**config.mk**
```make
export PLATFORM = sky130hd
export DESIGN_NAME = issue_stage
export DESIGN_NICKNAME = d
export VERILOG_FILES = /design/src/logic/isa_pkg.sv /design/src/logic/tomasulo_pkg.sv /design/src/logic/operand_bypass.sv /design/src/logic/instr_decoder.sv /design/src/logic/issue_control.sv /design/src/logic/issue_stage.sv
export SDC_FILE = /design/constraint.sdc
export NUM_CORES = 1
export LEC_CHECK = 0
export BUFFER_PORTS_ARGS = -buffer_cell sky130_fd_sc_hd__buf_2
export CAP_MARGIN = 20
export CORE_AREA = 4 4 286 288
export CTS_CLUSTER_SIZE = 30
export DETAILED_ROUTE_END_ITERATION = 7
export DIE_AREA = 0 0 290 292
export HOLD_SLACK_MARGIN = 0.03
export PLACE_DENSITY = 0.41
export SLEW_MARGIN = 25
export SYNTH_ARGS = -nofsm -noshare
export SYNTH_HDL_FRONTEND = slang
export SYNTH_HIERARCHICAL = 1
export SYNTH_SLANG_ARGS = --single-unit
```
**constraint.sdc**
```tcl
create_clock -name clk -period 67.6 [get_ports clk]
set_input_delay 10.14 -clock clk [delete_from_list [all_inputs] [get_ports clk]]
set_output_delay 10.14 -clock clk [all_outputs]
set_load 0.005 [all_outputs]
```
**src/logic/isa_pkg.sv**
```systemverilog
package isa_pkg;

    localparam int XLEN       = 32;
    localparam int REG_ADDR_W = 5;

    // Major opcodes handled by issue
    typedef enum logic [6:0] {
        op_lui   = 7'b0110111,
        op_auipc = 7'b0010111,
        op_load  = 7'b0000011,
        op_store = 7'b0100011,
        op_imm   = 7'b0010011,
        op_reg   = 7'b0110011
    } opcode_e;

    // Shared by OP and OP-IMM
    typedef enum logic [2:0] {
        add  = 3'b000,  // Also sub with funct7[5]
        sll  = 3'b001,
        slt  = 3'b010,
        sltu = 3'b011,
        axor = 3'b100,
        sr   = 3'b101,  // srl or sra
        aor  = 3'b110,
        aand = 3'b111
    } arith_funct3_e;

    typedef struct packed {
        logic [6:0]            funct7;
        logic [REG_ADDR_W-1:0] rs2;
        logic [REG_ADDR_W-1:0] rs1;
        logic [2:0]            funct3;
        logic [REG_ADDR_W-1:0] rd;
        opcode_e               opcode;
    } r_format_t;

    typedef struct packed {
        logic [11:0]           imm;
        logic [REG_ADDR_W-1:0] rs1;
        logic [2:0]            funct3;
        logic [REG_ADDR_W-1:0] rd;
        opcode_e               opcode;
    } i_format_t;

    typedef struct packed {
        logic [6:0]            imm_hi;
        logic [REG_ADDR_W-1:0] rs2;
        logic [REG_ADDR_W-1:0] rs1;
        logic [2:0]            funct3;
        logic [4:0]            imm_lo;
        opcode_e               opcode;
    } s_format_t;

    typedef struct packed {
        logic [19:0]           imm;
        logic [REG_ADDR_W-1:0] rd;
        opcode_e               opcode;
    } u_format_t;

    // One instruction word, several views
    typedef union packed {
        r_format_t        r;
        i_format_t        i;
        s_format_t        s;
        u_format_t        u;
        logic [XLEN-1:0]  raw;
    } instr_u;

endpackage

```
**src/logic/tomasulo_pkg.sv**
```systemverilog
package tomasulo_pkg;

    import isa_pkg::*;

    localparam int ROB_TAG_W = 3;
    localparam int ROB_DEPTH = 8;  // Tag 0 reserved for "no producer"

    typedef logic [ROB_TAG_W-1:0] rob_tag_t;

    typedef struct packed {
        logic [XLEN-1:0] value;
        logic            valid;
        rob_tag_t        tag;
    } operand_t;

    // Low three bits follow funct3, bit 3 is the funct7[5] variant
    typedef enum logic [3:0] {
        alu_add = 4'b0000,
        alu_sll = 4'b0001,
        alu_xor = 4'b0100,
        alu_srl = 4'b0101,
        alu_or  = 4'b0110,
        alu_and = 4'b0111,
        alu_sub = 4'b1000,
        alu_sra = 4'b1101
    } alu_op_e;

    typedef struct packed {
        logic     valid;
        alu_op_e  op;
        operand_t rs1;
        operand_t rs2;
        rob_tag_t rob_idx;
    } alu_entry_t;

    typedef struct packed {
        logic     valid;
        logic     is_unsigned;  // sltu / sltiu
        operand_t rs1;
        operand_t rs2;
        rob_tag_t rob_idx;
    } cmp_entry_t;

    typedef struct packed {
        logic            valid;
        logic            is_store;
        logic [2:0]      funct3;  // Access size and sign
        operand_t        base;
        operand_t        data;
        logic [XLEN-1:0] offset;
        rob_tag_t        rob_idx;
    } lsb_entry_t;

    typedef struct packed {
        logic [XLEN-1:0] vj;
        rob_tag_t        qj;
        logic [XLEN-1:0] vk;
        rob_tag_t        qk;
    } regfile_read_t;

    typedef struct packed {
        logic            ready;
        logic [XLEN-1:0] value;
    } rob_result_t;

    typedef rob_result_t [ROB_DEPTH-1:0] rob_results_t;

    typedef struct packed {
        logic                  valid;
        logic [XLEN-1:0]       pc;
        opcode_e               opcode;
        logic [REG_ADDR_W-1:0] rd;
    } rob_alloc_t;

    typedef struct packed {
        logic                  valid;
        logic [REG_ADDR_W-1:0] rd;
        rob_tag_t              tag;
    } rename_t;

    typedef struct packed {
        logic [XLEN-1:0] pc;
        instr_u          instr;
    } queue_entry_t;

    typedef enum logic [1:0] {
        unit_none,
        unit_alu,
        unit_cmp,
        unit_lsb
    } unit_e;

endpackage

```
**src/logic/operand_bypass.sv**
```systemverilog
module operand_bypass
    import tomasulo_pkg::*;
(
    input  logic [31:0]  value_i,
    input  rob_tag_t     tag_i,
    input  rob_results_t rob_results_i,
    output operand_t     operand_o
);

    logic        has_producer;
    rob_result_t producer;

    assign has_producer = (tag_i != '0);
    assign producer     = rob_results_i[tag_i];

    always_comb begin
        if (has_producer && producer.ready) begin
            // Result already finished, take it from the ROB
            operand_o.value = producer.value;
            operand_o.valid = 1'b1;
            operand_o.tag   = '0;
        end else begin
            operand_o.value = value_i;
            operand_o.valid = !has_producer;  // Still waiting on tag_i
            operand_o.tag   = tag_i;
        end
    end

endmodule

```
**src/logic/instr_decoder.sv**
```systemverilog
module instr_decoder
    import isa_pkg::*, tomasulo_pkg::*;
(
    input  queue_entry_t          entry_i,
    input  operand_t              rs1_op_i,
    input  operand_t              rs2_op_i,
    output unit_e                 unit_o,
    output logic                  discard_o,
    output logic                  writes_rd_o,
    output alu_entry_t            alu_o,
    output cmp_entry_t            cmp_o,
    output lsb_entry_t            lsb_o,
    output logic [REG_ADDR_W-1:0] rs1_o,
    output logic [REG_ADDR_W-1:0] rs2_o
);

    instr_u                instr;
    opcode_e               opcode;
    arith_funct3_e         funct3;
    logic [REG_ADDR_W-1:0] rd;
    logic [XLEN-1:0]       i_imm;
    logic [XLEN-1:0]       s_imm;
    logic [XLEN-1:0]       u_imm;
    logic                  is_cmp;
    logic                  alt;
    logic                  known;
    operand_t              src2;

    // Operand that needs no producer
    function automatic operand_t imm_operand(input logic [XLEN-1:0] value);
        operand_t op;
        op.value = value;
        op.valid = 1'b1;
        op.tag   = '0;
        return op;
    endfunction

    assign instr  = entry_i.instr;
    assign opcode = instr.r.opcode;
    assign funct3 = arith_funct3_e'(instr.r.funct3);
    assign rd     = instr.r.rd;
    assign rs1_o  = instr.r.rs1;
    assign rs2_o  = instr.r.rs2;

    assign i_imm = {{20{instr.i.imm[11]}}, instr.i.imm};
    assign s_imm = {{20{instr.s.imm_hi[6]}}, instr.s.imm_hi, instr.s.imm_lo};
    assign u_imm = {instr.u.imm, 12'h000};

    assign is_cmp = (funct3 == slt) || (funct3 == sltu);

    // funct7[5] picks sub only for register ops, sra for both
    assign alt = instr.r.funct7[5] && ((funct3 == sr) || (opcode == op_reg && funct3 == add));

    assign src2 = (opcode == op_reg) ? rs2_op_i : imm_operand(i_imm);

    always_comb begin
        unit_o = unit_none;
        known  = 1'b1;
        alu_o  = '0;
        cmp_o  = '0;
        lsb_o  = '0;

        case (opcode)
            op_lui: begin
                unit_o    = unit_alu;
                alu_o.op  = alu_add;
                alu_o.rs1 = imm_operand('0);
                alu_o.rs2 = imm_operand(u_imm);
            end
            op_auipc: begin
                unit_o    = unit_alu;
                alu_o.op  = alu_add;
                alu_o.rs1 = imm_operand(entry_i.pc);
                alu_o.rs2 = imm_operand(u_imm);
            end
            op_imm, op_reg: begin
                if (is_cmp) begin
                    unit_o            = unit_cmp;
                    cmp_o.is_unsigned = (funct3 == sltu);
                    cmp_o.rs1         = rs1_op_i;
                    cmp_o.rs2         = src2;
                end else begin
                    unit_o    = unit_alu;
                    alu_o.op  = alu_op_e'({alt, funct3});
                    alu_o.rs1 = rs1_op_i;
                    alu_o.rs2 = src2;
                end
            end
            op_load: begin
                unit_o         = unit_lsb;
                lsb_o.is_store = 1'b0;
                lsb_o.funct3   = funct3;
                lsb_o.base     = rs1_op_i;
                lsb_o.data     = imm_operand('0);  // Unused by loads
                lsb_o.offset   = i_imm;
            end
            op_store: begin
                unit_o         = unit_lsb;
                lsb_o.is_store = 1'b1;
                lsb_o.funct3   = funct3;
                lsb_o.base     = rs1_op_i;
                lsb_o.data     = rs2_op_i;
                lsb_o.offset   = s_imm;
            end
            default: begin
                known = 1'b0;
            end
        endcase
    end

    assign writes_rd_o = known && (opcode != op_store);

    // Stores have no rd, so they are never dropped for x0
    assign discard_o = !known || (writes_rd_o && rd == '0);

endmodule

```
**src/logic/issue_control.sv**
```systemverilog
module issue_control
    import tomasulo_pkg::*;
(
    input  logic         clk,
    input  logic         rst,
    input  logic         iq_empty_i,
    input  rob_tag_t     rob_free_tag_i,
    input  logic         alu_full_i,
    input  logic         cmp_full_i,
    input  logic         lsb_full_i,
    input  queue_entry_t entry_i,
    input  unit_e        unit_i,
    input  logic         discard_i,
    input  logic         writes_rd_i,
    input  alu_entry_t   alu_i,
    input  cmp_entry_t   cmp_i,
    input  lsb_entry_t   lsb_i,
    output logic         iq_read_o,
    output alu_entry_t   alu_o,
    output cmp_entry_t   cmp_o,
    output lsb_entry_t   lsb_o,
    output rob_alloc_t   rob_o,
    output rename_t      rename_o
);

    logic unit_full;
    logic accept;
    logic dispatch;

    always_comb begin
        case (unit_i)
            unit_alu: unit_full = alu_full_i;
            unit_cmp: unit_full = cmp_full_i;
            unit_lsb: unit_full = lsb_full_i;
            default:  unit_full = 1'b1;
        endcase
    end

    // Discarded heads are popped without needing a tag or a slot
    assign accept    = !iq_empty_i && (discard_i || (rob_free_tag_i != '0 && !unit_full));
    assign dispatch  = accept && !discard_i;
    assign iq_read_o = accept;

    always_ff @(posedge clk) begin
        if (dispatch) begin
            alu_o         <= alu_i;
            alu_o.rob_idx <= rob_free_tag_i;
            cmp_o         <= cmp_i;
            cmp_o.rob_idx <= rob_free_tag_i;
            lsb_o         <= lsb_i;
            lsb_o.rob_idx <= rob_free_tag_i;

            rob_o.pc     <= entry_i.pc;
            rob_o.opcode <= entry_i.instr.r.opcode;
            rob_o.rd     <= writes_rd_i ? entry_i.instr.r.rd : '0;  // Stores carry no rd

            rename_o.rd  <= entry_i.instr.r.rd;
            rename_o.tag <= rob_free_tag_i;
        end
        // Overrides the valid copied with each entry
        if (rst) begin
            alu_o.valid    <= 1'b0;
            cmp_o.valid    <= 1'b0;
            lsb_o.valid    <= 1'b0;
            rob_o.valid    <= 1'b0;
            rename_o.valid <= 1'b0;
        end else begin
            alu_o.valid    <= dispatch && (unit_i == unit_alu);
            cmp_o.valid    <= dispatch && (unit_i == unit_cmp);
            lsb_o.valid    <= dispatch && (unit_i == unit_lsb);
            rob_o.valid    <= dispatch;
            rename_o.valid <= dispatch && writes_rd_i;
        end
    end

endmodule

```
**src/logic/issue_stage.sv**
```systemverilog
module issue_stage
    import isa_pkg::*, tomasulo_pkg::*;
(
    input  logic                  clk,
    input  logic                  rst,
    input  queue_entry_t          iq_entry_i,
    input  logic                  iq_empty_i,
    output logic                  iq_read_o,
    output logic [REG_ADDR_W-1:0] rs1_o,
    output logic [REG_ADDR_W-1:0] rs2_o,
    input  regfile_read_t         regfile_i,
    input  rob_tag_t              rob_free_tag_i,
    input  rob_results_t          rob_results_i,
    input  logic                  alu_full_i,
    input  logic                  cmp_full_i,
    input  logic                  lsb_full_i,
    output alu_entry_t            alu_o,
    output cmp_entry_t            cmp_o,
    output lsb_entry_t            lsb_o,
    output rob_alloc_t            rob_o,
    output rename_t               rename_o
);

    operand_t   rs1_op;
    operand_t   rs2_op;
    unit_e      unit;
    logic       discard;
    logic       writes_rd;
    alu_entry_t dec_alu;
    cmp_entry_t dec_cmp;
    lsb_entry_t dec_lsb;

    operand_bypass u_rs1_bypass (
        .value_i       (regfile_i.vj),
        .tag_i         (regfile_i.qj),
        .rob_results_i (rob_results_i),
        .operand_o     (rs1_op)
    );

    operand_bypass u_rs2_bypass (
        .value_i       (regfile_i.vk),
        .tag_i         (regfile_i.qk),
        .rob_results_i (rob_results_i),
        .operand_o     (rs2_op)
    );

    instr_decoder u_decoder (
        .entry_i     (iq_entry_i),
        .rs1_op_i    (rs1_op),
        .rs2_op_i    (rs2_op),
        .unit_o      (unit),
        .discard_o   (discard),
        .writes_rd_o (writes_rd),
        .alu_o       (dec_alu),
        .cmp_o       (dec_cmp),
        .lsb_o       (dec_lsb),
        .rs1_o       (rs1_o),
        .rs2_o       (rs2_o)
    );

    issue_control u_control (
        .clk            (clk),
        .rst            (rst),
        .iq_empty_i     (iq_empty_i),
        .rob_free_tag_i (rob_free_tag_i),
        .alu_full_i     (alu_full_i),
        .cmp_full_i     (cmp_full_i),
        .lsb_full_i     (lsb_full_i),
        .entry_i        (iq_entry_i),
        .unit_i         (unit),
        .discard_i      (discard),
        .writes_rd_i    (writes_rd),
        .alu_i          (dec_alu),
        .cmp_i          (dec_cmp),
        .lsb_i          (dec_lsb),
        .iq_read_o      (iq_read_o),
        .alu_o          (alu_o),
        .cmp_o          (cmp_o),
        .lsb_o          (lsb_o),
        .rob_o          (rob_o),
        .rename_o       (rename_o)
    );

endmodule

```
Word level (Yosys, flattened, before mapping) --
Cells that the tools add are included.
Storage, ports and cells: register bits 314, input bits 407, output and inout bits 334, logic and storage cells 95
Cells by class: $lt $le $gt $ge 2, equality and inequality tests 13, mux-type cells 14, reductions and logical operators 33
Operators with widths (number):
- $pmux W76 S3 | 1
- $pmux W108 S2 | 1
- $bmux W33 S3 | 2
- $mux W36 | 3
- $mux W76 | 1
- $mux W33 | 2
- $eq A7 B6 Y1 const B | 3
- $eq A7 B5 Y1 const B | 2
- $logic_and A1 B1 Y1 | 13
- $reduce_bool A3 Y1 | 3
- $lt A3 B4 Y1 const B | 2
- $eq A7 B2 Y1 const B | 1
- $ne A7 B6 Y1 const B | 1
- $eq A3 B2 Y1 const B | 2
- $logic_not A1 Y1 | 6
- $pmux W2 S3 | 1
- $reduce_or A2 Y1 | 3
- $reduce_or A6 Y1 | 1
- $logic_not A5 Y1 | 1
- $eq A2 B2 Y1 const B | 2
- $logic_or A1 B1 Y1 | 4
- $eq A3 B3 Y1 const B | 1
- $logic_not A3 Y1 | 1
- $pmux W1 S3 | 1
- other kinds (4) | 4

Depth between registers and ports, before layout --
word-level depth 12, depth in mapped cells 9, gate-level depth less buffers 7

By module --
Netlist, hierarchy kept.
By module, submodules not included:
- issue_control | instances 1, cells each 345, area an instance 9623.0 µm², sequential area each 9379.0 µm²
- operand_bypass | instances 2, cells each 170, area an instance 2466.1 µm², sequential area each 0.0 µm²
- instr_decoder | instances 1, cells each 411, area an instance 2549.9 µm², sequential area each 0.0 µm²

Worst setup path after synthesis --
No wires, ideal clock.
path type input to register, start input port iq_entry_i[6] (netlist name), end register u_control/alu_o[10] (netlist name), library setup time 1738 ps, data arrival time 40280 ps, data required time 65862 ps, slack 25582 ps, stages on the path 7, path buffers 1, cells stage by stage and3b_1 nand4_1 buf_2 nand3_1 and2b_2 o21ai_1 nor4_1
On the way: longest elaborated chain between the ends 10, elaborated cells on any way between the ends 27, those cells by class eq/ne (10); mux (3); reduce/logical (14)
RTL lines:
- from (decl) | RTL line issue_stage.sv:6 | input queue_entry_t iq_entry_i,
- $eq A7 B2 Y1 (tied with other cells) | RTL line instr_decoder.sv:63 | case (opcode)
- $reduce_or A2 Y1, on equally long branches
- $pmux W2 S3 * | RTL line instr_decoder.sv:63
- named net unit[0] | RTL line issue_stage.sv:26 | unit_e unit;
- $eq A2 B2 Y1 or $eq A2 B1 Y1 (tied branches) | RTL line issue_control.sv:31 | case (unit_i)
- $pmux W1 S3 * | RTL line issue_control.sv:31
- $logic_not A1 Y1 * | RTL line issue_control.sv:40 | assign accept = !iq_empty_i && (discard_i || (rob_free_tag_i != '0 && !unit_full));
- $logic_and A1 B1 Y1 * | RTL line issue_control.sv:40
- $logic_or A1 B1 Y1 * | RTL line issue_control.sv:40
- $logic_and A1 B1 Y1 * | RTL line issue_control.sv:40
- $logic_and A1 B1 Y1 * | RTL line issue_control.sv:41 | assign dispatch = accept && !discard_i;
- named net u_control.dispatch | RTL line issue_control.sv:28 | logic dispatch;
The timed path passes the listed nets; every way through them passes the cells marked *. A chain may end at the register's enable or synchronous reset.

Final worst setup path --
start input port iq_entry_i[6] (netlist name), end output port iq_read_o
On the way: longest elaborated chain between the ends 9, elaborated cells on any way between the ends 25, those cells by class eq/ne (10); mux (3); reduce/logical (12)
RTL lines:
- $eq A7 B2 Y1 (tied with other cells) | RTL line instr_decoder.sv:63
- $reduce_or A2 Y1, on equally long branches
- $pmux W2 S3 * | RTL line instr_decoder.sv:63
- named net unit[1] | RTL line issue_stage.sv:26
- $eq A2 B2 Y1 or $eq A2 B1 Y1 (tied branches) | RTL line issue_control.sv:31
- $pmux W1 S3 * | RTL line issue_control.sv:31
- $logic_not A1 Y1 * | RTL line issue_control.sv:40
- $logic_and A1 B1 Y1 * | RTL line issue_control.sv:40
- $logic_or A1 B1 Y1 * | RTL line issue_control.sv:40
- $logic_and A1 B1 Y1 * | RTL line issue_control.sv:40
- to (decl) | RTL line issue_stage.sv:8 | output logic iq_read_o,
Marked as above.

==> impl_metrics.py <==
metrics = {
    "outcome": {
        "outcome": "completed",
    },
    "sta": {
        "hold_viol_final": 0,
        "fmax_ghz": 0.04276,
        "worst_slack_ns": 44.22,
        "finalCritPeriodShare": 0.3459,
        "worst_pin_slew_ns": 1.093,
        "min_period_ns": 23.38,
        "slew-limit-headroom": 0.2713,
        "setup_viol": 0,
        "rsz0062_at_grt": "false",
        "drv_slew": 0,
        "final.setup.tns_ns": 0,
        "hold_ws_ns": 9.766,
    },
    "clock_network": {
        "cts_max_path_buffers": 3,
        "clk_pin_slew_ns": 0.06,
        "cts_buffers": 41,
        "post_cts_resized": 0,
        "tritoncts": "done",
        "cts_hold_buffers": 0,
        "htreeDepth": 2,
        "cts_root_buffer": "clkbuf_16",
        "cts_setup_buffers": 0,
        "clock-sinks": 314,
    },
    "route": {
        "drc_errors": 0,
        "drtPass1Iterations": 5,
        "finalWirelength_um": 78350,
        "via_per_inst": 4.544,
        "wl_per_cell_um": 27.51,
        "antenna_left": 0,
        "vias": 12940,
        "drt_iter0_drc": 835,
    },
    "global_route": {
        "grt-ovfl-total": 0,
        "grt_pass1_wl_um": 108600,
        "grt_max_degree": 158,
        "grt_antenna_before_repair": 12,
        "groute.usage.overall": 0.1771,
        "grt_pass1_vias": 13850,
    },
    "yosys": {
        "synth_cells": 1083,
        "yosysWarnings": 6,
        "avgSynthCellArea_sq_um": 15.71,
        "syn-num-nets": 1490,
        "syn_area_sq_um": 17010,
    },
    "power": {
        "ir_drop_v": 0.00001329,
        "power_leakage_nw": 8.124,
        "finalPower_mw": 0.4996,
        "power_density_nw_per_um2": 21.90,
    },
    "die": {
        "dieArea_sq_um": 84680,
        "core_sq_um": 78870,
        "initial_core_util": 0.2157,
        "row_count": 103,
        "dieWidth_um": 290,
        "ios": 741,
        "die_h_um": 292,
    },
    "finish": {
        "nFillCells": 8205,
        "multi_input_area_sq_um": 6812,
        "final_nets": 2167,
        "areaGrowthSynthToFinish_pct": 34.12,
        "ff_latch_area_sq_um": 9379,
        "drive_gt1_frac": 0.6122,
        "final_cells": 2848,
    },
    "place": {
        "place_ws_ns": 44.21,
        "gp_congestion": 0.8813,
        "port_buffers": 740,
        "dpl.cell_count": 2765,
        "place_hpwl_um": 60690,
    },
    "critical_path": {
        "critPathTopFamily": "simple AND/OR/NAND/NOR gates",
        "crit_type": "input port to primary output",
        "critPathLaunchType": "input port",
        "worstPathArrival_ns": 13.24,
        "cp_max_fo": 44,
        "cp.buffers_inverters": 2,
        "end_kind": "primary output",
        "crit_chain": "buf_2, and3b_1, and3_2, nand2_2, nand2_1, o21ai_1, a211oi_2, buf_2",
        "path_common_cell": "buf_2",
        "worst-path-stages": 8,
        "cp_slowest_cell": "and3_2",
        "critPathMaxStageDelay_ns": 0.87,
        "crit_required_ns": 57.46,
    },
    "min_path": {
        "hold_class": "input port to flop",
        "whs_path_depth": 2,
    },
    "flow_run": {
        "maxCapViolCount": 0,
    },
}
## layout by cell type, fill, tap and decap left out, types with 3 or more instances in the layout
| cell | instances |
|---|---|
| o21ai_0 | 11 |
| nor2b_1 | 5 |
| clkbuf_1 | 9 |
| a22o_1 | 32 |
| nand2_1 | 23 |
| mux2_2 | 130 |
| clkinv_2 | 7 |
| nor3_1 | 4 |
| and2_1 | 57 |
| mux4_1 | 4 |
| dfxtp_1 | 5 |
| nor3b_1 | 4 |
| diode_2 | 6 |
| bufinv_16 | 3 |
| mux4_2 | 124 |
| buf_2 | 736 |
| clkbuf_16 | 42 |
| nor2_1 | 57 |
| and3_1 | 88 |
| edfxtp_1 | 309 |
| inv_1 | 3 |
| a21oi_1 | 23 |
| buf_4 | 24 |
| clkinv_1 | 7 |
| nand2b_1 | 4 |
| o21ai_1 | 11 |
| mux2i_1 | 19 |
## registers in the layout (all words and copies together), names as in the netlist
signal	cells
u_control/lsb_o	109
u_control/alu_o	77
u_control/rename_o	9
u_control/cmp_o	74
u_control/rob_o	45
## through the flow
step                      utilization  cell area [sq um]
after floorplan                     -              17010
after global placement         0.2713              21400
after detailed placement       0.2716              21420
after CTS                      0.2884              22750
after global routing           0.2892              22810
final                          0.2893              22820
## layout make-up
| cell class | instances | share of cell area |
|---|---|---|
| antenna | 6 | 0.0006581 |
| clock buffer | 53 | 0.04875 |
| clock inverter | 22 | 0.009378 |
| inverter | 3 | 0.0004936 |
| multi-input combinational | 636 | 0.2985 |
| sequential | 314 | 0.4111 |
| tap | 1050 | 0.05758 |
| timing repair buffer | 764 | 0.1735 |
## path summary, 6_finish.rpt
| path | to | slack [ns] | start |
|---|---|---|---|
| max | iq_read_o | 44.22 | iq_entry_i[6] |
| min | u_control/lsb_o[111] | 9.77 | lsb_full_i |
## per-layer routing
metal / global-route usage / vias to the layer above / routed length (um)
li1: - / 5645 / -
met1: 0.2051 / 6605 / 29700
met2: 0.3180 / 575 / 40500
met3: 0.04792 / 107 / 5621
met4: 0.05674 / 10 / 2450
met5: 0 / - / 77
## where the power goes
| group | switching (mW) | total, mW | internal (mW) |
|---|---|---|---|
| sequential | 0.0000580 | 0.212 | 0.212 |
| clock | 0.0884 | 0.217 | 0.128 |
| combinational | 0.0375 | 0.0714 | 0.0339 |
(Power assumes the default switching activity.)
